`config.mk`:
```
export PLATFORM = sky130hd
export DESIGN_NAME = mem_arb
export DESIGN_NICKNAME = d
export VERILOG_FILES = /design/src/mem_pkg.sv /design/src/mem_arb.sv
export VERILOG_INCLUDE_DIRS = /design/src
export SDC_FILE = /design/constraint.sdc
export NUM_CORES = 1
export LEC_CHECK = 0
export ABC_AREA = 1
export BUFFER_PORTS_ARGS = -buffer_cell sky130_fd_sc_hd__buf_2
export CORE_AREA = 2 2 92 94
export DETAILED_ROUTE_END_ITERATION = 6
export DIE_AREA = 0 0 94 96
export GPL_TIMING_DRIVEN = 0
export PLACE_DENSITY_LB_ADDON = 0.25
export SETUP_SLACK_MARGIN = 0.15
export SLEW_MARGIN = 0
export SYNTH_ARGS = -nofsm -noshare
export SYNTH_HDL_FRONTEND = slang
export SYNTH_SLANG_ARGS = --single-unit
export TNS_END_PERCENT = 20
```
`constraint.sdc`:
```
create_clock -name clock -period 1.4 [get_ports clock]
set_input_delay 0.21 -clock clock [delete_from_list [all_inputs] [get_ports clock]]
set_output_delay 0.21 -clock clock [all_outputs]
set_load 0.005 [all_outputs]
```
`src/mem_consts.svh`:
```
`ifndef MEM_CONSTS_SVH
`define MEM_CONSTS_SVH

// Bus widths
`define ADDR_WIDTH       8
`define DATA_WIDTH       32
`define BURSTLEN_WIDTH   2

// RAM geometry, depth matches the full address space
`define MEM_WORDS        256

// Edges from read acceptance to the edge that launches the first beat
`define RAM_READ_LATENCY 2

// Nonzero start value for the arbiter LFSR
`define LFSR_SEED        15'd110

`endif

```
`src/mem_pkg.sv`:
```
`include "mem_consts.svh"

package mem_pkg;

  typedef logic [`ADDR_WIDTH-1:0]     addr_t;
  typedef logic [`DATA_WIDTH-1:0]     data_t;
  typedef logic [`BURSTLEN_WIDTH-1:0] burst_len_t;  // Zero is illegal on reads

  typedef enum logic {
    IDLE,
    BURST_READ
  } arb_state_t;

  typedef enum logic [1:0] {
    RAM_IDLE,
    RAM_WAIT,
    RAM_STREAM
  } ram_state_t;

endpackage

```
`src/mem_arb.sv`:
```
`timescale 1ns/1ps
`include "mem_consts.svh"

module mem_arb (
  input  logic                clock,
  input  logic                reset_n,

  input  mem_pkg::addr_t      c1_addr,
  input  mem_pkg::burst_len_t c1_burst_len,
  input  mem_pkg::data_t      c1_data_in,
  input  logic                c1_wr,
  input  logic                c1_rd,
  output mem_pkg::data_t      c1_data_out,
  output logic                c1_waitrequest,
  output logic                c1_rd_valid,

  input  mem_pkg::addr_t      c2_addr,
  input  mem_pkg::burst_len_t c2_burst_len,
  input  mem_pkg::data_t      c2_data_in,
  input  logic                c2_wr,
  input  logic                c2_rd,
  output mem_pkg::data_t      c2_data_out,
  output logic                c2_waitrequest,
  output logic                c2_rd_valid,

  output mem_pkg::addr_t      mm_addr,
  output mem_pkg::burst_len_t mm_burst_len,
  output mem_pkg::data_t      mm_data_out,
  output logic                mm_wr,
  output logic                mm_rd,
  input  mem_pkg::data_t      mm_data_in,
  input  logic                mm_waitrequest,
  input  logic                mm_rd_valid
);

  localparam int LFSR_W = 15;

  logic                sel;            // 0 grants client 1, 1 grants client 2
  logic                next_sel;
  logic [LFSR_W-1:0]   lfsr;
  logic                rand_bit;

  mem_pkg::arb_state_t state;
  mem_pkg::arb_state_t next_state;
  mem_pkg::burst_len_t rd_count;      // Beats still to come back

  mem_pkg::burst_len_t burst_len_int;
  logic                rd_int;
  logic                wr_int;
  logic                rd_accept;
  logic                busy;

  // Read data goes to both clients, only the strobe is steered
  assign c1_data_out = mm_data_in;
  assign c2_data_out = mm_data_in;

  assign mm_addr       = sel ? c2_addr      : c1_addr;
  assign burst_len_int = sel ? c2_burst_len : c1_burst_len;
  assign mm_data_out   = sel ? c2_data_in   : c1_data_in;
  assign wr_int        = sel ? c2_wr        : c1_wr;
  assign rd_int        = sel ? c2_rd        : c1_rd;

  assign mm_burst_len = burst_len_int;

  // No new command reaches the RAM until the burst has drained
  assign mm_rd = rd_int && (state == mem_pkg::IDLE);
  assign mm_wr = wr_int && (state == mem_pkg::IDLE);

  // Also stalls the owner in the cycle after its last beat
  assign busy = mm_waitrequest || (state == mem_pkg::BURST_READ);

  assign c1_waitrequest = sel || busy;
  assign c2_waitrequest = !sel || busy;

  assign c1_rd_valid = mm_rd_valid && !sel;
  assign c2_rd_valid = mm_rd_valid && sel;

  assign rd_accept = mm_rd && !mm_waitrequest && (burst_len_int != '0);

  // Fibonacci LFSR, x^15 + x^14 + 1
  always_ff @(posedge clock or negedge reset_n) begin
    if (!reset_n) begin
      lfsr <= `LFSR_SEED;
    end else begin
      lfsr <= {lfsr[0] ^ lfsr[1], lfsr[LFSR_W-1:1]};
    end
  end

  assign rand_bit = lfsr[0];

  always_ff @(posedge clock or negedge reset_n) begin
    if (!reset_n) begin
      rd_count <= '0;
    end else if (rd_accept) begin
      rd_count <= burst_len_int;
    end else if (state == mem_pkg::BURST_READ && mm_rd_valid && rd_count != '0) begin
      rd_count <= rd_count - 1'b1;
    end
  end

  always_comb begin
    next_state = state;
    unique case (state)
      mem_pkg::IDLE: begin
        if (rd_accept) begin
          next_state = mem_pkg::BURST_READ;
        end
      end
      mem_pkg::BURST_READ: begin
        if (rd_count == '0) begin
          next_state = mem_pkg::IDLE;
        end
      end
      default: next_state = mem_pkg::IDLE;
    endcase
  end

  // Grant may only move on an edge that lands in IDLE
  always_comb begin
    next_sel = sel;
    if (next_state == mem_pkg::IDLE) begin
      next_sel = rand_bit;
    end
  end

  always_ff @(posedge clock or negedge reset_n) begin
    if (!reset_n) begin
      state <= mem_pkg::IDLE;
      sel   <= 1'b0;
    end else begin
      state <= next_state;
      sel   <= next_sel;
    end
  end

  // Owner gets no more beats than its burst asked for
  a_beat_within_burst: assert property (
    @(posedge clock) disable iff (!reset_n)
    (state == mem_pkg::BURST_READ && mm_rd_valid) |-> rd_count != '0
  );

  // Client protocol, reads must ask for at least one word
  a_rd_len_nonzero: assert property (
    @(posedge clock) disable iff (!reset_n)
    (state == mem_pkg::IDLE && rd_int) |-> burst_len_int != '0
  );

  // RAM must not return beats the arbiter is not waiting for
  a_no_beat_in_idle: assert property (
    @(posedge clock) disable iff (!reset_n)
    mm_rd_valid |-> state == mem_pkg::BURST_READ
  );

endmodule

```
Word level (Yosys, flattened, before mapping). Index checks and enable logic that the tools add are counted.

Flip-flop bits (word level): 19. Bits of input ports: 124. Output and inout port bits: 112. Logic and storage cells: 34.

Add/subtract/negate cells: 1. Multiplexer cells: 10. Bitwise operators: 2. Reduce and logical (&&, ||, !) cells: 17.

Operator list (number): $mux W32 (1); $logic_and A1 B1 Y1 (8); $mux W8 (1); $mux W2 (3); $reduce_bool A2 Y1 (3); $mux W1 (4); $logic_or A1 B1 Y1 (3); $logic_not A1 Y1 (2); $logic_not A2 Y1 (1); $pmux W1 S2 (1); $sub A2 B1 Y2 const B (1); $not A1 Y1 (1); $xor A1 B1 Y1 (1).

Logic depth before layout (Yosys ltp). Gate-level depths: netlist (run 1).

Word-level depth: 6. Mapped depth: 8. Depth with buffers taken out: 8.

Least setup slack after synthesis (run 1). Ideal clock, no wire load.

Path type: reg2out. From: register sel. To: output mm_data_out[10]. Arrival time: 0.919 ns. Required time: 1.190 ns. Path slack: 0.271 ns. Stages on the path, launching flop included: 5. Path buffers: 1. Cells stage by stage: dfrtp_1 inv_2 clkbuf_1 nand2_1 nand2_1.

Word-level cells in the longest chain between the ends: 1.

RTL lines: start, declared (line mem_arb.sv:38) `logic sel;`; start signal, assigned (line mem_arb.sv:132) `sel <= next_sel;`; $mux W32 (line mem_arb.sv:59) `assign mm_data_out = sel ? c2_data_in : c1_data_in;`; end, declared (line mem_arb.sv:28) `output mem_pkg::data_t mm_data_out,`.

Every way passes these cells.

Worst setup path after layout (run 1).
From: register sel. To: output mm_addr[6].

Word-level cells in the longest chain between the ends: 1.

RTL lines: $mux W8 (line mem_arb.sv:57) `assign mm_addr = sel ? c2_addr : c1_addr;`; end, declared (line mem_arb.sv:26) `output mem_pkg::addr_t mm_addr,`.

Every way passes these cells.

==> results of run 1 <==
critical path: stages (launching register included):
cell and delay [ns]:
dfrtp_2 0.47, buf_8 0.17, buf_8 0.14, nand2_1 0.07, nand2_1 0.06, buf_2 0.12
area by class of cell:
| type | instances | area (um2) | area share (%) |
|---|---|---|---|
| multi-input cells | 153 | 645.6 | 21.31 |
| inverters | 14 | 57.56 | 1.900 |
| flip-flops and latches | 19 | 483.0 | 15.94 |
| well taps | 105 | 131.4 | 4.337 |
| repair inverters | 1 | 5.005 | 0.1652 |
| repair buffers | 208 | 1057 | 34.90 |
| clock inverters | 1 | 7.507 | 0.2478 |
| plain buffers | 73 | 600.6 | 19.83 |
| clock buffers | 3 | 41.29 | 1.363 |
worst max-delay path by stage:
stage	startpoint	to	slack (ns)	cells after the start
CTS	sel	mm_data_out[8]	-0.10	5
floorplan	sel	mm_data_out[10]	0.27	4
finish	sel	mm_addr[6]	-0.1	5
global route	sel	mm_data_out[8]	-0.18	5
detailed placement	sel	mm_data_out[8]	-0.13	5
global placement	sel	mm_data_out[9]	-0.12	5
timing repair:
item                                    in CTS  in global routing
endpoints found under the setup margin      51                 51
buffers inserted                             2                  0
resized for setup                           21                 18
gates cloned                                 2                  1
endpoints found under the hold margin       14                  0
pin swaps                                    0                  2
hold buffers                                 1                  0
placed cells by master, fill, tap and decap left out, types with 3 or more instances in the layout:
cell type  instances
buf_2            204
nand2_1          128
buf_4             66
inv_1             13
dfrtp_1           13
nand2_2            7
buf_8              5
buf_6              5
dfstp_2            5
o21ai_1            4
nor2_1             3
nand3_1            3
clkbuf_8           3
state kept, by name (all words and copies together), names as in the netlist:
name	flops
lfsr	15
rd_count	2
sel	1
state	1
layer usage:
metal	share of wire [%]	GRT usage, %	routed length, um	vias to the layer above
li1	-	-	-	1130
met1	39	16.31	2600	943
met2	52	23.39	3472	105
met3	8.6	2.036	574	0
met4	0	1.087	0	0
met5	0	0	0	-
per-stage QoR:
stage | util [%] | instance area (um2) | setup slack [ns]
final | 37.62 | 3029 | -0.09509
after global routing | 37.62 | 3029 | -0.1757
after CTS | 36.99 | 2978 | -0.1005
after detailed placement | 35.28 | 2840 | -0.1294
after global placement | 35.28 | 2840 | -0.1184
after floorplan | - | 1693 | 0.2712
cells by family after synthesis:
| family | after synthesis | synth area share [%] |
|---|---|---|
| adders and majority gates | 1 | 0.7390 |
| xor gates and xnor gates | 2 | 1.035 |
| and+or+nand+nor | 145 | 34.00 |
| DFF | 19 | 28.46 |
| AOI/OAI and AO/OA | 5 | 1.478 |
| buffers and inverters | 87 | 34.29 |
power by group:
group          internal [mW]  leakage [nW]  switching (mW)  total, mW
combinational          0.421          1.69           0.323      0.744
sequential             0.591         0.241          0.0183      0.610
clock                  0.200        0.0217           0.178      0.378
==> results.py, run 1 <==
metrics = {
    "logic_synthesis": {
        "synth_ff_type": "dfrtp_1",
        "synth_top_area_share_pct": 29.05,
        "synth.distinct_cells": 18,
        "syn-num-nets": 384,
        "yosys_register_bits": 19,
        "yosysMostFrequentCell": "nand2_1",
        "synth_top_area_cell": "nand2_1",
        "ys.warnings.count": 0,
        "async_flop_share_pct": 100.0,
        "netlist_instances": 259,
        "syn_area_per_cell_um2": 6.536,
        "synth_enable_flop_cells": 0,
        "synth.cell_area_mm2": 0.001693,
        "synth_common_cells": "131 x nand2_1, 64 x buf_4, 14 x dfrtp_1",
        "synth_area_leaders": "nand2_1 29%, buf_4 28%, dfrtp_1 21%, dfstp_2 7.8%, inv_1 2.9%",
        "ys_seq_area_share_pct": 28.46,
    },
    "sta": {
        "finalCritPeriodShare_pct": 106.8,
        "fin_tns_setup_ns": -2.973,
        "rsz0062_at_grt": "true",
        "fmax_mhz": 668.9,
        "period_needed_ns": 1.495,
        "drv_slew": 0,
        "whs_ns": 0.3272,
        "finalHoldViolCount": 0,
        "skew_ns": 0.004605,
        "setup-violations-final": 45,
        "timing.final.ws_setup_ns": -0.09509,
        "worstMarginPinSlew_ns": 0.4145,
        "max_slew_margin_pct": 72.36,
    },
    "worst_setup_path": {
        "r2r-start": "sel",
        "cp-start-kind": "register",
        "cp-end-kind": "output port",
        "cp.arrival_ns": 1.29,
        "ff2ff_path_depth": 8,
        "required_ns": 1.19,
        "path_max_fanout": 10,
        "reg2reg_to": "sel",
        "worstSetupPathType": "register to output port",
        "rrSetupSlack_ns": 0.12,
    },
    "routing": {
        "drt_pass1_iterations": 6,
        "finalWirelength_um": 6646,
        "ant_nets": 0,
        "post-route-drc-count": 0,
        "viasPerCell": 3.775,
        "vias": 2178,
        "drt-initial-drc-count": 37,
        "wl_per_cell_um": 11.52,
    },
    "place": {
        "dp_cells": 567,
        "place.gp.congestion": 0.7058,
        "io_buffers": 203,
        "dp_hpwl_um": 5505,
    },
    "floorplan": {
        "coreArea_mm2": 0.008051,
        "start_util_pct": 21.03,
        "std_cell_rows": 33,
        "ios": 236,
        "die_width_um": 94,
        "die-area_mm2": 0.009024,
        "die_h_um": 96,
    },
    "clock_network": {
        "clockRootBuffer": "clkbuf_8",
        "cts_tree": "built",
        "clk-insertion-delay-late_ns": 0.25,
        "htree_levels": 1,
        "clk_path_buf_depth": 2,
        "path_clk_slew_ns": 0.07,
        "numCtsBuffers": 3,
        "clkSinkCount": 19,
    },
    "hold_path": {
        "hp-start": "c1_burst_len[1]",
        "worst_hold_path.endpoint": "rd_count[1]",
        "min_path_type": "primary input to register",
        "hold_depth": 5,
    },
    "power": {
        "pwr_density_cell_mw_per_mm2": 571.7,
        "power_mw": 1.732,
        "peakVddDrop_mv": 0.7336,
        "p_leak_nw": 1.952,
    },
    "final_layout": {
        "fin_cells": 577,
        "nNetsFinal": 598,
        "fillCellCount": 879,
        "syn_to_final_growth_pct": 78.94,
        "drive_gt1_share_pct": 64.19,
        "antenna_cells": 0,
    },
    "run_status": {
        "status": "complete, but fails checks",
        "violations": "setup timing",
    },
    "grt": {
        "grt_max_degree": 20,
        "grt_pass1_wl_um": 9218,
        "grt_pass1_vias": 1968,
        "grt.overflow.total": 0,
        "antenna_found_initial": 0,
        "grtUsageTotal_pct": 12.72,
    },
    "flow_run": {
        "maxCapViolations": 0,
    },
}
Note: power is estimated with default switching activity, not from simulation.
==> run 2: changes to the inputs <==
==> constraint.sdc (replaced) <==
create_clock -name clock -period 1.4 [get_ports clock]
set_input_delay 0.42 -clock clock [delete_from_list [all_inputs] [get_ports clock]]
set_output_delay 0.42 -clock clock [all_outputs]
set_load 0.005 [all_outputs]
==> results.py, run 2 (synthesis results as in run 1) <==
metrics = {
    "final_layout": {
        "final_common_cell": "buf_2",
        "fillCellCount": 880,
        "fin_cells": 576,
        "reg_top3": "lfsr (15), rd_count (2)",
        "syn_to_final_growth_pct": 78.34,
        "multiInputGateArea_um2": 645.6,
        "fin_util_pct": 37.50,
        "largest_reg_flops": 15,
        "mostFrequentLayoutCells": "204 x buf_2, 128 x nand2_1, 66 x buf_4",
        "nNetsFinal": 597,
        "regArea_um2": 483.0,
        "drive_gt1_share_pct": 64.33,
        "antenna_cells": 0,
        "largest_register": "lfsr",
    },
    "routing": {
        "post-route-drc-count": 0,
        "wl_per_cell_um": 11.53,
        "ant_nets": 0,
        "drt_pass1_iterations": 6,
        "finalWirelength_um": 6641,
        "wl_met2_um": 3464,
        "wl_met1_um": 2601,
        "top_layer": "met3",
        "vias": 2177,
        "drt-initial-drc-count": 30,
        "viasPerCell": 3.780,
        "dr_wl_met3_um": 575,
    },
    "sta": {
        "fmax_mhz": 586.5,
        "rsz0062_at_grt": "true",
        "finalHoldViolCount": 0,
        "worstMarginPinSlew_ns": 0.4139,
        "timing.final.ws_setup_ns": -0.3051,
        "fin_tns_setup_ns": -12.97,
        "period_needed_ns": 1.705,
        "max_slew_margin_pct": 72.41,
        "finalCritPeriodShare_pct": 121.8,
        "drv_slew": 0,
        "skew_ns": 0.004605,
        "setup-violations-final": 48,
    },
    "clock_network": {
        "cts_tree": "built",
        "hold_buffers": 0,
        "clockRootBuffer": "clkbuf_8",
        "path_clk_slew_ns": 0.07,
        "clkSinkCount": 19,
        "htree_levels": 1,
        "clk_path_buf_depth": 2,
        "numCtsBuffers": 3,
        "clk-insertion-delay-late_ns": 0.25,
    },
    "grt": {
        "grt_pass1_wl_um": 9190,
        "grt.overflow.total": 0,
        "grt_pass1_vias": 1956,
        "grt_max_degree": 20,
        "antenna_found_initial": 0,
        "grtUsageTotal_pct": 12.69,
    },
    "floorplan": {
        "std_cell_rows": 33,
        "die_h_um": 96,
        "start_util_pct": 21.03,
        "coreArea_mm2": 0.008051,
        "ios": 236,
        "die_width_um": 94,
        "die-area_mm2": 0.009024,
    },
    "place": {
        "dp_hpwl_um": 5505,
        "place.gp.congestion": 0.7058,
        "dp_cells": 567,
        "io_buffers": 203,
    },
    "power": {
        "peakVddDrop_mv": 0.7336,
        "power_mw": 1.730,
        "p_leak_nw": 1.948,
        "pwr_density_cell_mw_per_mm2": 573.0,
    },
    "worst_setup_path": {
        "startpoint": "sel",
        "crit_path_end": "mm_addr[6]",
        "cp-end-kind": "output port",
        "cp.arrival_ns": 1.29,
        "ff2ff_path_depth": 8,
        "path_max_fanout": 10,
        "worstSetupPathType": "register to output port",
        "required_ns": 0.98,
        "cp-start-kind": "register",
        "reg2reg_to": "sel",
        "r2r-start": "sel",
        "rrSetupSlack_ns": 0.12,
    },
    "flow_run": {
        "maxCapViolations": 0,
    },
    "hold_path": {
        "min_path_type": "primary input to async pin",
    },
    "run_status": {
        "status": "complete, but fails checks",
        "violations": "setup timing",
    },
}
[run 2: cell count changes in the layout (fill, tap and decap cells not counted), sizes merged]
cell,previous run,this run
dlygate4sd3,1,0
[run 2: how the worst min path moves through the flow]
stage                          end  startpoint  slack, ns
after global routing           sel     reset_n       0.12
after global placement     lfsr[9]    lfsr[10]       0.34
after floorplan            lfsr[0]     reset_n       0.12
after detailed placement   lfsr[8]     lfsr[9]       0.34
after CTS                 lfsr[14]     reset_n       0.09
final                     lfsr[14]     reset_n       0.09
[run 2: cell type report]
class	instances	area share, %
Sequential cell	19	16.00
Multi-Input combinational cell	153	21.38
Inverter	14	1.906
Timing Repair inverter	1	0.1658
Clock inverter	1	0.2487
Buffer	73	19.89
Clock buffer	3	1.368
Tap cell	105	4.351
Timing Repair Buffer	207	34.69
[run 2: worst max-delay path: stages (launching register included)]
cell,delay [ns]
dfrtp_2,0.47
buf_8,0.17
buf_8,0.14
nand2_1,0.07
nand2_1,0.06
buf_2,0.12
[run 2: routing by layer]
metal  track usage, %  vias up
met5                0        -
met4            1.087        0
met3            2.036        0
met2            23.27      105
met1            16.31      944
li1                 -     1128
[run 2: stage by stage]
stage | instance area, um2 | hold slack [ns] | setup slack (ns)
2_1_floorplan | 1693 | 0.1244 | 0.06122
3_3_place_gp | 2840 | 0.3364 | -0.3284
3_5_place_dp | 2840 | 0.3363 | -0.3394
4_1_cts | 2968 | 0.09121 | -0.3105
5_1_grt | 3019 | 0.1164 | -0.3857
6_report | 3019 | 0.08647 | -0.3051
[run 2: where the power goes]
group	total, mW	leakage [nW]	internal, mW	switching (mW)
Clock	0.378	0.0217	0.200	0.178
Sequential	0.610	0.241	0.591	0.0183
Combinational	0.742	1.69	0.419	0.323
[run 2: repair_timing]
item / in CTS / in global routing
endpoints found under the hold margin: 0 / 0
setup endpoints to repair: 51 / 51
cloned: 2 / 1
buffers inserted: 2 / 0
gates resized for setup: 21 / 18
pin swaps: 0 / 2
==> run 3: changes to the inputs <==
Settings changed: CAP_MARGIN from default to 0, RECOVER_POWER from default to 50.
==> results.py, run 3 (synthesis results as in run 1) <==
metrics = {
    "grt": {
        "antenna_found_initial": 0,
        "grt_max_degree": 20,
        "grt_pass1_vias": 1956,
        "grt_pass1_wl_um": 9190,
        "grtUsageTotal_pct": 12.69,
        "grt.overflow.total": 0,
    },
    "routing": {
        "viasPerCell": 3.790,
        "drt-initial-drc-count": 33,
        "vias": 2183,
        "post-route-drc-count": 0,
        "wl_per_cell_um": 11.49,
        "drt_pass1_iterations": 6,
        "finalWirelength_um": 6620,
        "ant_nets": 0,
    },
    "floorplan": {
        "std_cell_rows": 33,
        "die_width_um": 94,
        "coreArea_mm2": 0.008051,
        "die_h_um": 96,
        "die-area_mm2": 0.009024,
        "ios": 236,
        "start_util_pct": 21.03,
    },
    "clock_network": {
        "htree_levels": 1,
        "hold_buffers": 0,
        "clockRootBuffer": "clkbuf_8",
        "path_clk_slew_ns": 0.07,
        "clkSinkCount": 19,
        "clk_path_buf_depth": 2,
        "clk-insertion-delay-late_ns": 0.25,
        "cts_tree": "built",
        "numCtsBuffers": 3,
    },
    "sta": {
        "setup-violations-final": 48,
        "finalHoldViolCount": 0,
        "rsz0062_at_grt": "true",
        "skew_ns": 0.004713,
        "timing.final.ws_setup_ns": -0.3033,
        "fin_tns_setup_ns": -12.98,
        "drv_slew": 0,
        "max_slew_margin_pct": 34.59,
        "worstMarginPinSlew_ns": 0.9811,
        "period_needed_ns": 1.703,
        "fmax_mhz": 587.1,
        "finalCritPeriodShare_pct": 121.7,
    },
    "power": {
        "pwr_density_cell_mw_per_mm2": 572.0,
        "p_leak_nw": 1.942,
        "peakVddDrop_mv": 0.7333,
    },
    "final_layout": {
        "largest_reg_flops": 15,
        "drive_gt1_share_pct": 63.91,
        "fin_cells": 576,
        "final_common_cell": "buf_2",
        "syn_to_final_growth_pct": 78.27,
        "nNetsFinal": 597,
        "antenna_cells": 0,
        "largest_register": "lfsr",
        "mostFrequentLayoutCells": "203 x buf_2, 128 x nand2_1, 49 x buf_4",
        "reg_top3": "lfsr (15), rd_count (2)",
    },
    "worst_setup_path": {
        "required_ns": 0.98,
        "cp-end-kind": "output port",
        "cp.arrival_ns": 1.28,
        "path_max_fanout": 10,
        "cp-start-kind": "register",
        "worstSetupPathType": "register to output port",
    },
    "run_status": {
        "violations": "setup timing",
        "status": "complete, but fails checks",
    },
    "place": {
        "place.gp.congestion": 0.7058,
        "dp_hpwl_um": 5505,
        "dp_cells": 567,
        "io_buffers": 203,
    },
    "flow_run": {
        "maxCapViolations": 0,
    },
    "hold_path": {
        "min_path_type": "primary input to async pin",
    },
}
-- run 3: routing by layer --
layer | track usage [%] | share of wire, %
met1 | 16.31 | 39
met5 | 0 | 0
met4 | 1.087 | 0
met2 | 23.27 | 52
met3 | 2.036 | 8.8
-- run 3: stage by stage --
step / instance area, um2 / power [mW] / util (%) / hold slack (ns) / setup WS, ns
floorplan: 1693 / 1.004 / - / 0.1244 / 0.06122
global placement: 2840 / 1.348 / 35.28 / 0.3364 / -0.3284
detailed placement: 2840 / 1.358 / 35.28 / 0.3363 / -0.3394
CTS: 2968 / 1.743 / 36.86 / 0.09121 / -0.3105
global route: 3018 / 1.866 / 37.48 / 0.3581 / -0.3857
finish: 3018 / 1.726 / 37.48 / 0.2973 / -0.3033
-- run 3: worst max-delay path, stage by stage (launching register included) --
cell and delay (ns):
dfrtp_2 0.47, buf_8 0.17, buf_8 0.14, nand2_1 0.07
nand2_1 0.05, buf_2 0.12
-- run 3: final timing paths --
| kind | from | to | slack (ns) | cells past startpoint |
|---|---|---|---|---|
| setup reg to reg | sel | sel | 0.12 | 8 |
| setup / recovery | sel | mm_data_out[17] | -0.30 | 5 |
| min in group clock | lfsr[14] | lfsr[13] | 0.35 | 0 |
| hold reg to reg | lfsr[14] | lfsr[13] | 0.35 | 0 |
| hold / removal | reset_n | lfsr[14] | 0.30 | 1 |
| max in group asynchronous | reset_n | sel | 0.45 | 1 |
-- run 3: layout make-up --
class	count	area (um2)
plain buffers	73	600.6
clock buffers	3	41.29
clock inverters	1	7.507
fillers	881	5034
inverters	14	57.56
multi-input cells	153	645.6
flip-flops and latches	19	483.0
well taps	105	131.4
repair buffers	207	1046
repair inverters	1	5.005
-- run 3: repair_timing --
action / CTS / global route
setup endpoints to repair: 51 / 51
cloned: 2 / 1
pin swaps: 0 / 2
setup buffers: 2 / 0
resized for setup: 21 / 18
-- run 3: power by group --
group	leakage, nW	internal (mW)	switching [mW]	total, mW
combinational	1.68	0.416	0.322	0.738
sequential	0.241	0.591	0.0187	0.610
clock	0.0217	0.200	0.178	0.379
total	1.94	1.21	0.519	1.73
